### config.mk
export PLATFORM = sky130hd
export DESIGN_NAME = idct_top
export DESIGN_NICKNAME = d
export VERILOG_FILES = /design/src/rtl/idct_pkg.sv /design/src/rtl/block_ram.sv /design/src/rtl/idct_mac.sv /design/src/rtl/idct_sequencer.sv /design/src/rtl/idct_regs.sv /design/src/rtl/idct_top.sv
export SDC_FILE = /design/constraint.sdc
export NUM_CORES = 2
export LEC_CHECK = 0
export BUFFER_PORTS_ARGS = -buffer_cell sky130_fd_sc_hd__buf_4
export CAP_MARGIN = 20
export CORE_ASPECT_RATIO = 1.5
export CORE_UTILIZATION = 31
export CTS_CLUSTER_DIAMETER = 200
export CTS_CLUSTER_SIZE = 40
export DETAILED_ROUTE_END_ITERATION = 7
export PLACE_DENSITY = 0.42
export RECOVER_POWER = 25
export SLEW_MARGIN = 20
export SYNTH_ARGS = -nofsm -noshare
export SYNTH_HDL_FRONTEND = slang
export SYNTH_SLANG_ARGS = --single-unit
export TNS_END_PERCENT = 20
### constraint.sdc
create_clock -name CLOCK_50_I -period 18.2 [get_ports CLOCK_50_I]
set_input_delay 0.91 -clock CLOCK_50_I [delete_from_list [all_inputs] [get_ports CLOCK_50_I]]
set_output_delay 0.91 -clock CLOCK_50_I [all_outputs]
set_load 0.01 [all_outputs]
### src/rtl/idct_pkg.sv
/*
	Shared widths, types, Wishbone address map and cosine table for the
	8x8 inverse DCT core. Modules refer to these by scoped names.
	The table holds 4096 * a(k) * cos((2n+1)k*pi/16), row n, column k.
*/
package idct_pkg;

	localparam int block_n = 64;
	localparam int dim_n = 8;

	typedef logic [5:0] addr_t;          // Row * 8 + column
	typedef logic signed [15:0] coef_t;
	typedef logic signed [12:0] cos_t;
	typedef logic signed [31:0] inter_t;
	typedef logic signed [39:0] acc_t;   // No overflow over 8 terms
	typedef logic [7:0] pixel_t;
	typedef logic [6:0] tag_t;           // Pass flag in bit 6, element below
	typedef logic [7:0] wb_adr_t;
	typedef logic [31:0] wb_dat_t;

	// Wishbone word addresses
	localparam wb_adr_t coef_base = 8'h00;
	localparam wb_adr_t ctrl_addr = 8'h40;
	localparam wb_adr_t pixel_base = 8'h80;

	localparam int pass1_shift = 8;
	localparam int pass2_shift = 16;

	localparam cos_t cos_table [dim_n][dim_n] = '{
		'{13'sd1448, 13'sd2009, 13'sd1892, 13'sd1703,
			13'sd1448, 13'sd1138, 13'sd784, 13'sd400},
		'{13'sd1448, 13'sd1703, 13'sd784, -13'sd400,
			-13'sd1448, -13'sd2009, -13'sd1892, -13'sd1138},
		'{13'sd1448, 13'sd1138, -13'sd784, -13'sd2009,
			-13'sd1448, 13'sd400, 13'sd1892, 13'sd1703},
		'{13'sd1448, 13'sd400, -13'sd1892, -13'sd1138,
			13'sd1448, 13'sd1703, -13'sd784, -13'sd2009},
		'{13'sd1448, -13'sd400, -13'sd1892, 13'sd1138,
			13'sd1448, -13'sd1703, -13'sd784, 13'sd2009},
		'{13'sd1448, -13'sd1138, -13'sd784, 13'sd2009,
			-13'sd1448, -13'sd400, 13'sd1892, -13'sd1703},
		'{13'sd1448, -13'sd1703, 13'sd784, 13'sd400,
			-13'sd1448, 13'sd2009, -13'sd1892, 13'sd1138},
		'{13'sd1448, -13'sd2009, 13'sd1892, -13'sd1703,
			13'sd1448, -13'sd1138, 13'sd784, -13'sd400}
	};

endpackage

### src/rtl/block_ram.sv
/*
	Simple dual-port RAM of one block (64 words).
	The word type is a type parameter, so the same RAM holds coefficients,
	intermediate values or output samples. Read data is registered and
	shows up one cycle after the read address.
*/
`timescale 1ns/1ps

module block_ram #(
	parameter type word_t = idct_pkg::pixel_t
) (
	input logic CLOCK_50_I,

	input logic wr_en,
	input idct_pkg::addr_t wr_addr,
	input word_t wr_data,

	input idct_pkg::addr_t rd_addr,
	output word_t rd_data
);

word_t mem [idct_pkg::block_n];

// Old data is returned when reading the word being written
always_ff @ (posedge CLOCK_50_I) begin
	if (wr_en) begin
		mem[wr_addr] <= wr_data;
	end
	rd_data <= mem[rd_addr];
end

endmodule

### src/rtl/idct_mac.sv
/*
	Two-stage multiply-accumulate unit for the IDCT passes.
	Stage 1 registers cos * sample, stage 2 accumulates. An element runs
	from the first to the last term; its sum and tag are presented two
	cycles after the last term while the next element already accumulates.
*/
`timescale 1ns/1ps

module idct_mac (
	input logic CLOCK_50_I,
	input logic resetn,

	input logic in_valid,
	input logic first,
	input logic last,
	input idct_pkg::cos_t cos,
	input idct_pkg::inter_t sample,
	input idct_pkg::tag_t in_tag,

	output logic out_valid,
	output idct_pkg::acc_t out_sum,
	output idct_pkg::tag_t out_tag
);

logic p_valid;
logic p_first;
logic p_last;
idct_pkg::tag_t p_tag;
idct_pkg::acc_t product;
idct_pkg::acc_t acc;

always_ff @ (posedge CLOCK_50_I or negedge resetn) begin
	if (resetn == 1'b0) begin
		p_valid <= 1'b0;
		p_first <= 1'b0;
		p_last <= 1'b0;
		out_valid <= 1'b0;
	end else begin
		p_valid <= in_valid;
		p_first <= in_valid && first;
		p_last <= in_valid && last;
		out_valid <= p_valid && p_last;  // One cycle per element
	end
end

always_ff @ (posedge CLOCK_50_I) begin
	// Both operands widened first so the product keeps its sign
	product <= idct_pkg::acc_t'(cos) * idct_pkg::acc_t'(sample);
	p_tag <= in_tag;
	if (p_valid) begin
		acc <= p_first ? product : acc + product;  // Load on first term
		if (p_last) begin
			out_tag <= p_tag;
		end
	end
end

// Accumulator holds the finished sum for the out_valid cycle
assign out_sum = acc;

endmodule

### src/rtl/idct_sequencer.sv
/*
	Pass control for the 8x8 IDCT.
	Pass 1 computes T[u][m] = sum_v S[u][v] C[m][v] and stores T >>> 8.
	Pass 2 computes P[n][m] = sum_u C[n][u] T'[u][m] and writes the samples
	after >>> 16 and saturation to 0..255. One operand per cycle, eight per
	element. finish pulses once the last sample is in the pixel RAM.
*/
`timescale 1ns/1ps

module idct_sequencer (
	input logic CLOCK_50_I,
	input logic resetn,

	input logic start,
	output logic finish,

	output idct_pkg::addr_t coef_rd_addr,
	input idct_pkg::coef_t coef_rd_data,

	output logic inter_wr_en,
	output idct_pkg::addr_t inter_wr_addr,
	output idct_pkg::inter_t inter_wr_data,
	output idct_pkg::addr_t inter_rd_addr,
	input idct_pkg::inter_t inter_rd_data,

	output logic mac_valid,
	output logic mac_first,
	output logic mac_last,
	output idct_pkg::cos_t mac_cos,
	output idct_pkg::inter_t mac_sample,
	output idct_pkg::tag_t mac_tag,
	input logic mac_out_valid,
	input idct_pkg::acc_t mac_out_sum,
	input idct_pkg::tag_t mac_out_tag,

	output logic pixel_wr_en,
	output idct_pkg::addr_t pixel_wr_addr,
	output idct_pkg::pixel_t pixel_wr_data
);

typedef enum logic [2:0] {
	s_idle,
	s_pass1,
	s_drain1,  // Wait for the last T' write
	s_pass2,
	s_drain2   // Wait for the last sample write
} state_t;

state_t state;
idct_pkg::addr_t elem;  // Output element, row in [5:3], column in [2:0]
logic [2:0] term;       // Summation index
logic issue;
logic pass2;
logic last_issue;
logic last_elem_out;
idct_pkg::acc_t scaled;

assign issue = (state == s_pass1) || (state == s_pass2);
assign pass2 = (state == s_pass2);
assign last_issue = (elem == 6'd63) && (term == 3'd7);

// Operand addresses, data returns next cycle
assign coef_rd_addr = {elem[5:3], term};   // S[u][v]
assign inter_rd_addr = {term, elem[2:0]};  // T'[u][m]

always_ff @ (posedge CLOCK_50_I or negedge resetn) begin
	if (resetn == 1'b0) begin
		state <= s_idle;
		elem <= 6'd0;
		term <= 3'd0;
		mac_valid <= 1'b0;
		mac_first <= 1'b0;
		mac_last <= 1'b0;
		mac_tag <= 7'd0;
		finish <= 1'b0;
	end else begin
		// Delayed one cycle to meet the RAM read data
		mac_valid <= issue;
		mac_first <= issue && (term == 3'd0);
		mac_last <= issue && (term == 3'd7);
		mac_tag <= {pass2, elem};
		finish <= pixel_wr_en && last_elem_out;

		if (issue) begin
			term <= term + 3'd1;
			if (term == 3'd7) begin
				elem <= elem + 6'd1;  // Wraps to 0 at the end of a pass
			end
		end

		case (state)
		s_idle: begin
			if (start) state <= s_pass1;
		end
		s_pass1: begin
			if (last_issue) state <= s_drain1;
		end
		s_drain1: begin
			// Write lands at this edge, pass 2 reads from the next cycle on
			if (inter_wr_en && last_elem_out) state <= s_pass2;
		end
		s_pass2: begin
			if (last_issue) state <= s_drain2;
		end
		s_drain2: begin
			if (pixel_wr_en && last_elem_out) state <= s_idle;
		end
		default: state <= s_idle;
		endcase
	end
end

// Pass 1 uses C[m][v], pass 2 uses C[n][u]
always_ff @ (posedge CLOCK_50_I) begin
	mac_cos <= idct_pkg::cos_table[pass2 ? elem[5:3] : elem[2:0]][term];
end

assign mac_sample = mac_tag[6] ? inter_rd_data : idct_pkg::inter_t'(coef_rd_data);

// Write-back, routed by the pass flag of the tag
assign last_elem_out = (mac_out_tag[5:0] == 6'd63);

assign inter_wr_en = mac_out_valid && !mac_out_tag[6];
assign inter_wr_addr = mac_out_tag[5:0];
assign inter_wr_data = idct_pkg::inter_t'(mac_out_sum >>> idct_pkg::pass1_shift);

assign pixel_wr_en = mac_out_valid && mac_out_tag[6];
assign pixel_wr_addr = mac_out_tag[5:0];
assign scaled = mac_out_sum >>> idct_pkg::pass2_shift;

always_comb begin
	if (scaled[39]) begin
		pixel_wr_data = 8'd0;  // Negative
	end else if (scaled > idct_pkg::acc_t'(255)) begin
		pixel_wr_data = 8'd255;
	end else begin
		pixel_wr_data = scaled[7:0];
	end
end

endmodule

### src/rtl/idct_regs.sv
/*
	Wishbone classic slave of the IDCT core.
	Coefficients are written at 0x00..0x3F, control/status sits at 0x40 and
	samples are read at 0x80..0xBF. Every access is acked one cycle after
	the request. Coefficient writes and starts are dropped while busy.
*/
`timescale 1ns/1ps

module idct_regs (
	input logic CLOCK_50_I,
	input logic resetn,

	input logic wb_cyc,
	input logic wb_stb,
	input logic wb_we,
	input idct_pkg::wb_adr_t wb_adr,
	input idct_pkg::wb_dat_t wb_dat_w,
	output idct_pkg::wb_dat_t wb_dat_r,
	output logic wb_ack,

	output logic coef_wr_en,
	output idct_pkg::addr_t coef_wr_addr,
	output idct_pkg::coef_t coef_wr_data,

	output idct_pkg::addr_t pixel_rd_addr,
	input idct_pkg::pixel_t pixel_rd_data,

	output logic start,
	input logic finish
);

typedef enum logic [1:0] {rd_zero, rd_status, rd_pixel} rd_sel_t;

rd_sel_t rd_sel;
logic req;
logic coef_hit;
logic ctrl_hit;
logic pixel_hit;
logic start_req;
logic busy;
logic done;

assign req = wb_cyc && wb_stb && !wb_ack;  // First cycle of a transfer only

assign coef_hit = (wb_adr[7:6] == idct_pkg::coef_base[7:6]);
assign ctrl_hit = (wb_adr == idct_pkg::ctrl_addr);
assign pixel_hit = (wb_adr[7:6] == idct_pkg::pixel_base[7:6]);

assign coef_wr_en = req && wb_we && coef_hit && !busy;
assign coef_wr_addr = wb_adr[5:0];
assign coef_wr_data = wb_dat_w[15:0];
assign start_req = req && wb_we && ctrl_hit && wb_dat_w[0] && !busy;

// Address held by the master, so RAM data is ready with ack
assign pixel_rd_addr = wb_adr[5:0];

always_ff @ (posedge CLOCK_50_I or negedge resetn) begin
	if (resetn == 1'b0) begin
		wb_ack <= 1'b0;
		start <= 1'b0;
		busy <= 1'b0;
		done <= 1'b0;
		rd_sel <= rd_zero;
	end else begin
		wb_ack <= req;
		start <= start_req;

		if (start_req) begin
			busy <= 1'b1;
			done <= 1'b0;
		end else if (finish) begin
			busy <= 1'b0;
			done <= 1'b1;
		end

		if (req) begin
			if (ctrl_hit) rd_sel <= rd_status;
			else if (pixel_hit) rd_sel <= rd_pixel;
			else rd_sel <= rd_zero;
		end
	end
end

always_comb begin
	case (rd_sel)
	rd_status: wb_dat_r = {30'd0, done, busy};
	rd_pixel: wb_dat_r = {24'd0, pixel_rd_data};  // Zero-extended sample
	default: wb_dat_r = 32'd0;
	endcase
end

endmodule

### src/rtl/idct_top.sv
/*
	Top level of the 8x8 IDCT core with a Wishbone classic slave port.
	The host loads 64 coefficients, starts the transform, polls done and
	reads back 64 samples. Holds the register block, the sequencer, one
	multiply-accumulate unit and the coefficient, intermediate and pixel RAMs.
*/
`timescale 1ns/1ps

module idct_top (
	input logic CLOCK_50_I,
	input logic resetn,

	input logic wb_cyc,
	input logic wb_stb,
	input logic wb_we,
	input idct_pkg::wb_adr_t wb_adr,
	input idct_pkg::wb_dat_t wb_dat_w,
	output idct_pkg::wb_dat_t wb_dat_r,
	output logic wb_ack
);

logic start, finish;

logic coef_wr_en;
idct_pkg::addr_t coef_wr_addr, coef_rd_addr;
idct_pkg::coef_t coef_wr_data, coef_rd_data;

logic inter_wr_en;
idct_pkg::addr_t inter_wr_addr, inter_rd_addr;
idct_pkg::inter_t inter_wr_data, inter_rd_data;

logic pixel_wr_en;
idct_pkg::addr_t pixel_wr_addr, pixel_rd_addr;
idct_pkg::pixel_t pixel_wr_data, pixel_rd_data;

logic mac_valid, mac_first, mac_last, mac_out_valid;
idct_pkg::cos_t mac_cos;
idct_pkg::inter_t mac_sample;
idct_pkg::tag_t mac_tag, mac_out_tag;
idct_pkg::acc_t mac_out_sum;

idct_regs regs_unit (
	.CLOCK_50_I(CLOCK_50_I),
	.resetn(resetn),
	.wb_cyc(wb_cyc),
	.wb_stb(wb_stb),
	.wb_we(wb_we),
	.wb_adr(wb_adr),
	.wb_dat_w(wb_dat_w),
	.wb_dat_r(wb_dat_r),
	.wb_ack(wb_ack),
	.coef_wr_en(coef_wr_en),
	.coef_wr_addr(coef_wr_addr),
	.coef_wr_data(coef_wr_data),
	.pixel_rd_addr(pixel_rd_addr),
	.pixel_rd_data(pixel_rd_data),
	.start(start),
	.finish(finish)
);

idct_sequencer seq_unit (
	.CLOCK_50_I(CLOCK_50_I),
	.resetn(resetn),
	.start(start),
	.finish(finish),
	.coef_rd_addr(coef_rd_addr),
	.coef_rd_data(coef_rd_data),
	.inter_wr_en(inter_wr_en),
	.inter_wr_addr(inter_wr_addr),
	.inter_wr_data(inter_wr_data),
	.inter_rd_addr(inter_rd_addr),
	.inter_rd_data(inter_rd_data),
	.mac_valid(mac_valid),
	.mac_first(mac_first),
	.mac_last(mac_last),
	.mac_cos(mac_cos),
	.mac_sample(mac_sample),
	.mac_tag(mac_tag),
	.mac_out_valid(mac_out_valid),
	.mac_out_sum(mac_out_sum),
	.mac_out_tag(mac_out_tag),
	.pixel_wr_en(pixel_wr_en),
	.pixel_wr_addr(pixel_wr_addr),
	.pixel_wr_data(pixel_wr_data)
);

idct_mac mac_unit (
	.CLOCK_50_I(CLOCK_50_I),
	.resetn(resetn),
	.in_valid(mac_valid),
	.first(mac_first),
	.last(mac_last),
	.cos(mac_cos),
	.sample(mac_sample),
	.in_tag(mac_tag),
	.out_valid(mac_out_valid),
	.out_sum(mac_out_sum),
	.out_tag(mac_out_tag)
);

// Input coefficients S
block_ram #(.word_t(idct_pkg::coef_t)) coef_ram (
	.CLOCK_50_I(CLOCK_50_I),
	.wr_en(coef_wr_en),
	.wr_addr(coef_wr_addr),
	.wr_data(coef_wr_data),
	.rd_addr(coef_rd_addr),
	.rd_data(coef_rd_data)
);

// Scaled pass 1 results T'
block_ram #(.word_t(idct_pkg::inter_t)) inter_ram (
	.CLOCK_50_I(CLOCK_50_I),
	.wr_en(inter_wr_en),
	.wr_addr(inter_wr_addr),
	.wr_data(inter_wr_data),
	.rd_addr(inter_rd_addr),
	.rd_data(inter_rd_data)
);

block_ram #(.word_t(idct_pkg::pixel_t)) pixel_ram (
	.CLOCK_50_I(CLOCK_50_I),
	.wr_en(pixel_wr_en),
	.wr_addr(pixel_wr_addr),
	.wr_data(pixel_wr_data),
	.rd_addr(pixel_rd_addr),
	.rd_data(pixel_rd_data)
);

endmodule

Yosys cells after proc, flatten, opt, wreduce, memory -nomap -nowiden:

Memories as Yosys holds them, arrays and structs flattened. A register that Yosys moved wholly into a read port is not among the register bits.
Cells that the tools add are included.

* flip-flop bits (word level): 140
* bits in latches: 0
* memory bits (writable): 3584
* bits in read-only memories: 832
* input bits: 45
* output and inout bits: 33
* logic and storage cells: 109
* memories: 4

* add/sub/neg operators: 3
* multiply operators: 1
* div/mod/pow operators: 0
* $lt $le $gt $ge: 3
* eq/ne operators: 16
* shifts and indexed selects: 0
* muxes and demuxes: 29
* bitwise gates (word level): 2
* reductions and logical operators: 29

Memory list
* inter_ram.mem: words 64, width 32, read ports 1, clocked after memory_dff 1, wr ports 1, RTL line block_ram.sv:22 `word_t mem [idct_pkg::block_n];`
* coef_ram.mem: words 64, width 16, read ports 1, clocked after memory_dff 1, wr ports 1, RTL line block_ram.sv:22
* (name not given): words 8, width 104, read ports 1, clocked after memory_dff 0, wr ports 0, RTL line idct_sequencer.sv:115 `mac_cos <= idct_pkg::cos_table[pass2 ? elem[5:3] : elem[2:0]][term];`
* pixel_ram.mem: words 64, width 8, read ports 1, clocked after memory_dff 1, wr ports 1, RTL line block_ram.sv:22

Operator list (count)
* two-way mux 104 bit: 2
* adder 40 bit: 1
* multiplier 13 x 32 -> 40 bit: 1
* two-way mux 40 bit: 1
* binary-select mux 13 bit (select 3 bit): 1
* two-way mux 32 bit: 1
* two-way mux 13 bit: 2
* > comparator 24 x 9 -> 1 bit, second input constant: 1
* logical AND 1 bit: 18
* two-way mux 3 bit: 6
* two-way mux 8 bit: 2
* one-hot mux 8 bit (2 select lines): 1
* one-hot mux 3 bit (5 select lines): 1
* == test 6 bit, second input constant: 2
* two-way mux 1 bit: 10
* == test 8 x 7 -> 1 bit, second input constant: 1
* >= comparator 4 bit, second input constant: 2
* NOT 3 -> 4 bit: 2
* adder 6 x 1 -> 6 bit, second input constant: 1
* == test 3 x 2 -> 1 bit, second input constant: 2
* == test 3 bit, second input constant: 2
* zero test 3 bit: 2
* != test 2 x 1 -> 1 bit, second input constant: 3
* AND reduction 5 bit: 1
* 11 further kinds: 17

Depth between registers and ports, before layout:

* depth after elaboration: 9
* depth in mapped cells: 26

By module:

Synthesis repeated with hierarchy kept, for this count alone.

* cells, all modules: 8436
* area, all modules: 160068.5 µm²

Modules (own cells, without submodules)
* block_ram at inter_ram: instances 1, cells each 3324, area each 78515.3 µm²
* block_ram at coef_ram: instances 1, cells each 1829, area each 40042.2 µm²
* block_ram at pixel_ram: instances 1, cells each 940, area each 20166.8 µm²
* idct_mac: instances 1, cells each 1874, area each 17508.0 µm²
* idct_sequencer: instances 1, cells each 380, area each 3064.2 µm²
* idct_regs: instances 1, cells each 89, area each 772.0 µm²

Worst setup path after synthesis:

Ideal clock, no wire load.

* path type: reg-to-reg
* from: reg seq_unit.mac_tag[6]
* to: reg mac_unit.product[39]
* arrival: 6.684 ns
* data required time: 18.128 ns
* path slack: 11.444 ns
* cell stages (with the launch flop): 25
* cells stage by stage: dfrtp_1 clkbuf_1 clkbuf_1 clkbuf_1 nand2_1 nand2_1 clkbuf_1 nand2_1 fa_1 inv_1 fa_1 fa_1 fa_1 fa_1 ha_1 ha_1 a21o_1 a21o_1 a221o_1 a2111oi_4 a21oi_2 o41ai_4 o2111ai_1 a21oi_1 xnor2_1

* word-level cells in the longest chain between the ends: 2

Ends and longest elaborated chain
* start: declaration: RTL line idct_sequencer.sv:31 `output idct_pkg::tag_t mac_tag,`
* start signal: assignment: RTL line idct_sequencer.sv:81 `mac_tag <= {pass2, elem};`
* two-way mux 32 bit: RTL line idct_sequencer.sv:118 `assign mac_sample = mac_tag[6] ? inter_rd_data : idct_pkg::inter_t'(coef_rd_data);`
* multiplier 13 x 32 -> 40 bit: RTL line idct_mac.sv:48 `product <= idct_pkg::acc_t'(cos) * idct_pkg::acc_t'(sample);`
* end signal: assignment: RTL line idct_mac.sv:48
* end: declaration: RTL line idct_mac.sv:29 `idct_pkg::acc_t product;`

Every way passes these cells.
A chain may end at the register's enable or synchronous reset.

Final worst setup path:

* from: reg seq_unit.mac_tag[6]
* to: reg mac_unit.product[38]

The elaborated chain is that of the path after synthesis.

==> metrics.md <==
| Metric | Value |
|---|---|
| Hold slack | `351 ps` |
| WL per Instance | `31.1 µm` |
| Worst hold path type | `input pin to register` |
| Placed cell area | `166000 µm²` |
| Commonest non-fill, non-tap cells in the layout | `edfxtp_1, mux4_2, nand2_1` |
| Vias in the first global route | `79194` |
| Leading area contributor after synthesis | `edfxtp_1` |
| Setup tns final | `0 ps` |
| Total gr overflow | `0` |
| Synth cell types | `88` |
| Clock transition at path regs | `140 ps` |
| GRT Total Usage | `17.5%` |
| Cell Int Power | `15.4 mW` |
| CP arrival | `8830 ps` |
| DP Cell Count | `14207` |
| Endpoint of the worst hold path | `regs_unit.rd_sel[1]` |
| Register area share after synthesis | `71.6%` |
| FF-to-FF End | `mac_unit.product[38]` |
| Setup violators final | `0` |
| Worst min-delay path startpoint | `wb_adr[7]` |
| Highest Clock Rate | `124 MHz` |
| Fin util | `33.7%` |
| Insertion delay to the later sink of the worst-skew pair | `890 ps` |
| Die width | `582 µm` |
| Via count | `74041` |
| Ys async rst share | `0.873%` |
| Seq pwr share | `40.2%` |
| Placeable Area | `503000 µm²` |
| Finished Layout Cells | `14432` |
| Slew margin rel. | `-125%` |
| H-tree depth | `3` |
| Layout cells sized above 1 | `20.0%` |
| Number of buffers added on ports | `37` |
| Remaining DRCs | `0` |
| Switch share | `36.9%` |
| Setup bufs post-CTS | `0` |
| RSZ-0062 raised after global routing | `false` |
| Vias/cell | `5.13` |
| Ranking of synthesized cells by area | `edfxtp_1, mux4_2, fa_1` |
| CTS Buf Count | `104` |
| Starting DRC count in detailed routing | `6479` |
| Footprint of the multi-input gates | `42400 µm²` |
| R2R Path Start | `seq_unit.mac_tag[6]` |
| Tcrit/Tclk final | `44.4%` |
| Top-level port count | `78` |
| Sw power | `9.01 mW` |
| Gate power share | `44.7%` |
| Die footprint | `508000 µm²` |
| Remaining antenna violation count after routing | `0` |
| Min Tclk post-route | `8080 ps` |
| Area Growth Syn to Fin | `8.09%` |
| Global-route wire length before repair | `629000 µm` |
| Yosys warns | `0` |
| Dpl ws | `9910 ps` |
| Post-route worst setup slack | `10120 ps` |
| Die Y | `873 µm` |
| Initial antenna violation count | `40` |
| Slowest stage delay, CP | `700 ps` |
| P_leak | `51.2 nW` |
| Cell Pwr Density | `144 nW/µm²` |
| Post-DP HPWL | `280000 µm` |
| Slowest stage cell, crit path | `nor3_1` |
| Crit Path Category | `register to register` |
| R2R depth | `22` |
| #FFs+latches synth | `3779` |
| Worst Max-Slew Pin Slew | `3370 ps` |
| Avg Inst Size Synth | `20.2 µm²` |
| Commonest non-fill, non-tap cell in the layout | `edfxtp_1` |
| EDFF count, synth | `3631` |
| Worst Setup Start Kind | `register` |
| Root Buffer | `clkbuf_16` |
| Gpl congestion | `0.770` |
| Router iterations before antenna repair | `6` |
| CP Capture Type | `register` |
| Yosys top cell area share | `69.6%` |
| Clk buf depth | `3` |
| Layout Skew | `50.4 ps` |
| Starting Density | `31.1%` |
| Cells after synthesis | `7738` |
| Post-Syn Area | `157000 µm²` |
| Pwr Total | `24.4 mW` |
| Rows | `319` |
| CP Max Fanout | `34` |
| Pins over their slew limit | `2405` |
| Failing checks | `capacitance limit, slew limit` |
| Max_cap viols | `39` |
| Pin count of the biggest net entering global routing | `152` |
| Outcome | `finished, violations left` |
| Ys flop type | `edfxtp_1` |
| Clock power share | `15.1%` |
| Post_cts resized | `0` |
| Most common cell on crit path | `fa_1` |
| Hold path depth | `3` |
| Hold Vio Cnt, Final | `0` |
| DRT Wirelength | `448000 µm` |
| Storage cell area | `112000 µm²` |
| Fillers | `47363` |
| Required time of the critical path | `18950 ps` |
| Design area | `169000 µm²` |
| CP cell instances | `buf_4 > nand2b_1 > buf_4 > nand2_1 > and2_1 > fa_1 > inv_1 > fa_1 > inv_1 > fa_1 > fa_1 > fa_1 > ha_1 > ha_1 > nor2b_1 > o21ba_2 > nor3_1 > o21ai_1 > o21ai_1 > a211o_1 > a21oi_1 > xnor2_1` |
| CTS tree | `built` |
| Peak VDD IR | `459 µV` |
| Clk sinks | `3779` |
| Post-layout net count | `8265` |
| R2R setup slack | `10120 ps` |
==> registers in the layout (all words and copies together) (netlist names), 8 cells and up <==
signal,cells
inter_ram.mem,2048
coef_ram.mem,1024
pixel_ram.mem,512
mac_unit.out_sum,40
mac_unit.product,40
inter_ram.rd_data,32
coef_ram.rd_data,16
seq_unit.mac_cos,12
pixel_ram.rd_data,8
==> worst max path at each step <==
stage | start | endpoint | depth (start not counted)
floorplan | seq_unit.mac_tag[6] | mac_unit.product[39] | 24
global placement | seq_unit.mac_tag[6] | mac_unit.product[38] | 22
detailed placement | seq_unit.mac_tag[6] | mac_unit.product[38] | 22
CTS | seq_unit.mac_tag[6] | mac_unit.product[38] | 22
global route | seq_unit.mac_tag[6] | mac_unit.product[36] | 22
finish | seq_unit.mac_tag[6] | mac_unit.product[38] | 22
==> timing repair <==
item / in CTS / in global routing
setup endpoints to repair: 0 / 0
hold buffers: 1 / 0
hold endpoints to repair: 33 / 0
==> critical path: cells and delay by family (launching register included) <==
kind,cells,cell delay [ps]
adder cells (fa/ha/maj),7,3120
AND/OR/NAND/NOR,5,2130
AO/OA/AOI/OAI,5,1170
buffers and inverters,4,950
flip-flops,1,380
XOR/XNOR,1,130
==> Yosys cell counts, types with 12 or more instances <==
cell type	count
a21o_1	34
a21oi_1	88
a221oi_1	65
a22o_1	59
a22oi_1	140
a31oi_1	69
and2_1	141
and3_1	17
buf_1	43
buf_2	65
buf_4	27
clkbuf_1	300
dfrtp_1	33
dfxtp_1	115
edfxtp_1	3631
fa_1	339
ha_1	146
inv_1	259
mux2_2	21
mux4_2	1009
nand2_1	394
nand3_1	35
nand4_1	12
nor2_1	308
nor2b_1	22
nor4_1	14
o211ai_1	13
o21a_1	13
o21ai_0	63
o21ai_1	25
xnor2_1	65
xor2_1	28
==> cell type report <==
class / instances / area share, %
inverter: 263 / 0.592
multi-input combinational: 3283 / 25.1
clock buffer: 192 / 1.78
antenna: 27 / 0.0399
timing repair buffer: 304 / 1.36
sequential: 3779 / 66.3
clock inverter: 4 / 0.0296
tap: 6580 / 4.86
==> cells by family after synthesis <==
kind of cell	count (synthesis)	synth area share, %
DFF	3779	71.6
muxes	1036	14.7
and+or+nand+nor	1003	2.88
buffers and inverters	699	1.80
AOI/OAI and AO/OA	642	2.99
adders and majority gates	485	5.50
xor gates and xnor gates	93	0.520
other	1	0.00239
==> power by group through the flow <==
| stage | sequential [mW] | combinational (mW) | clock, mW |
|---|---|---|---|
| 2_1_floorplan | 9.94 | 7.72 | 0 |
| 3_3_place_gp | 9.99 | 11.1 | 0 |
| 3_5_place_dp | 9.99 | 11.0 | 0 |
| 4_1_cts | 9.80 | 11.2 | 3.84 |
| 5_1_grt | 9.81 | 12.2 | 4.05 |
| 6_report | 9.80 | 10.9 | 3.69 |
==> routing by layer <==
layer / up-vias / share of wire [%] / GRT usage [%]
li1: 30850 / - / -
met1: 41554 / 40 / 21.5
met2: 1335 / 56 / 33.7
met3: 298 / 2.9 / 1.15
met4: 4 / 1.9 / 3.32
met5: - / 0.0049 / 0
Power figures use the tool's default switching activity.
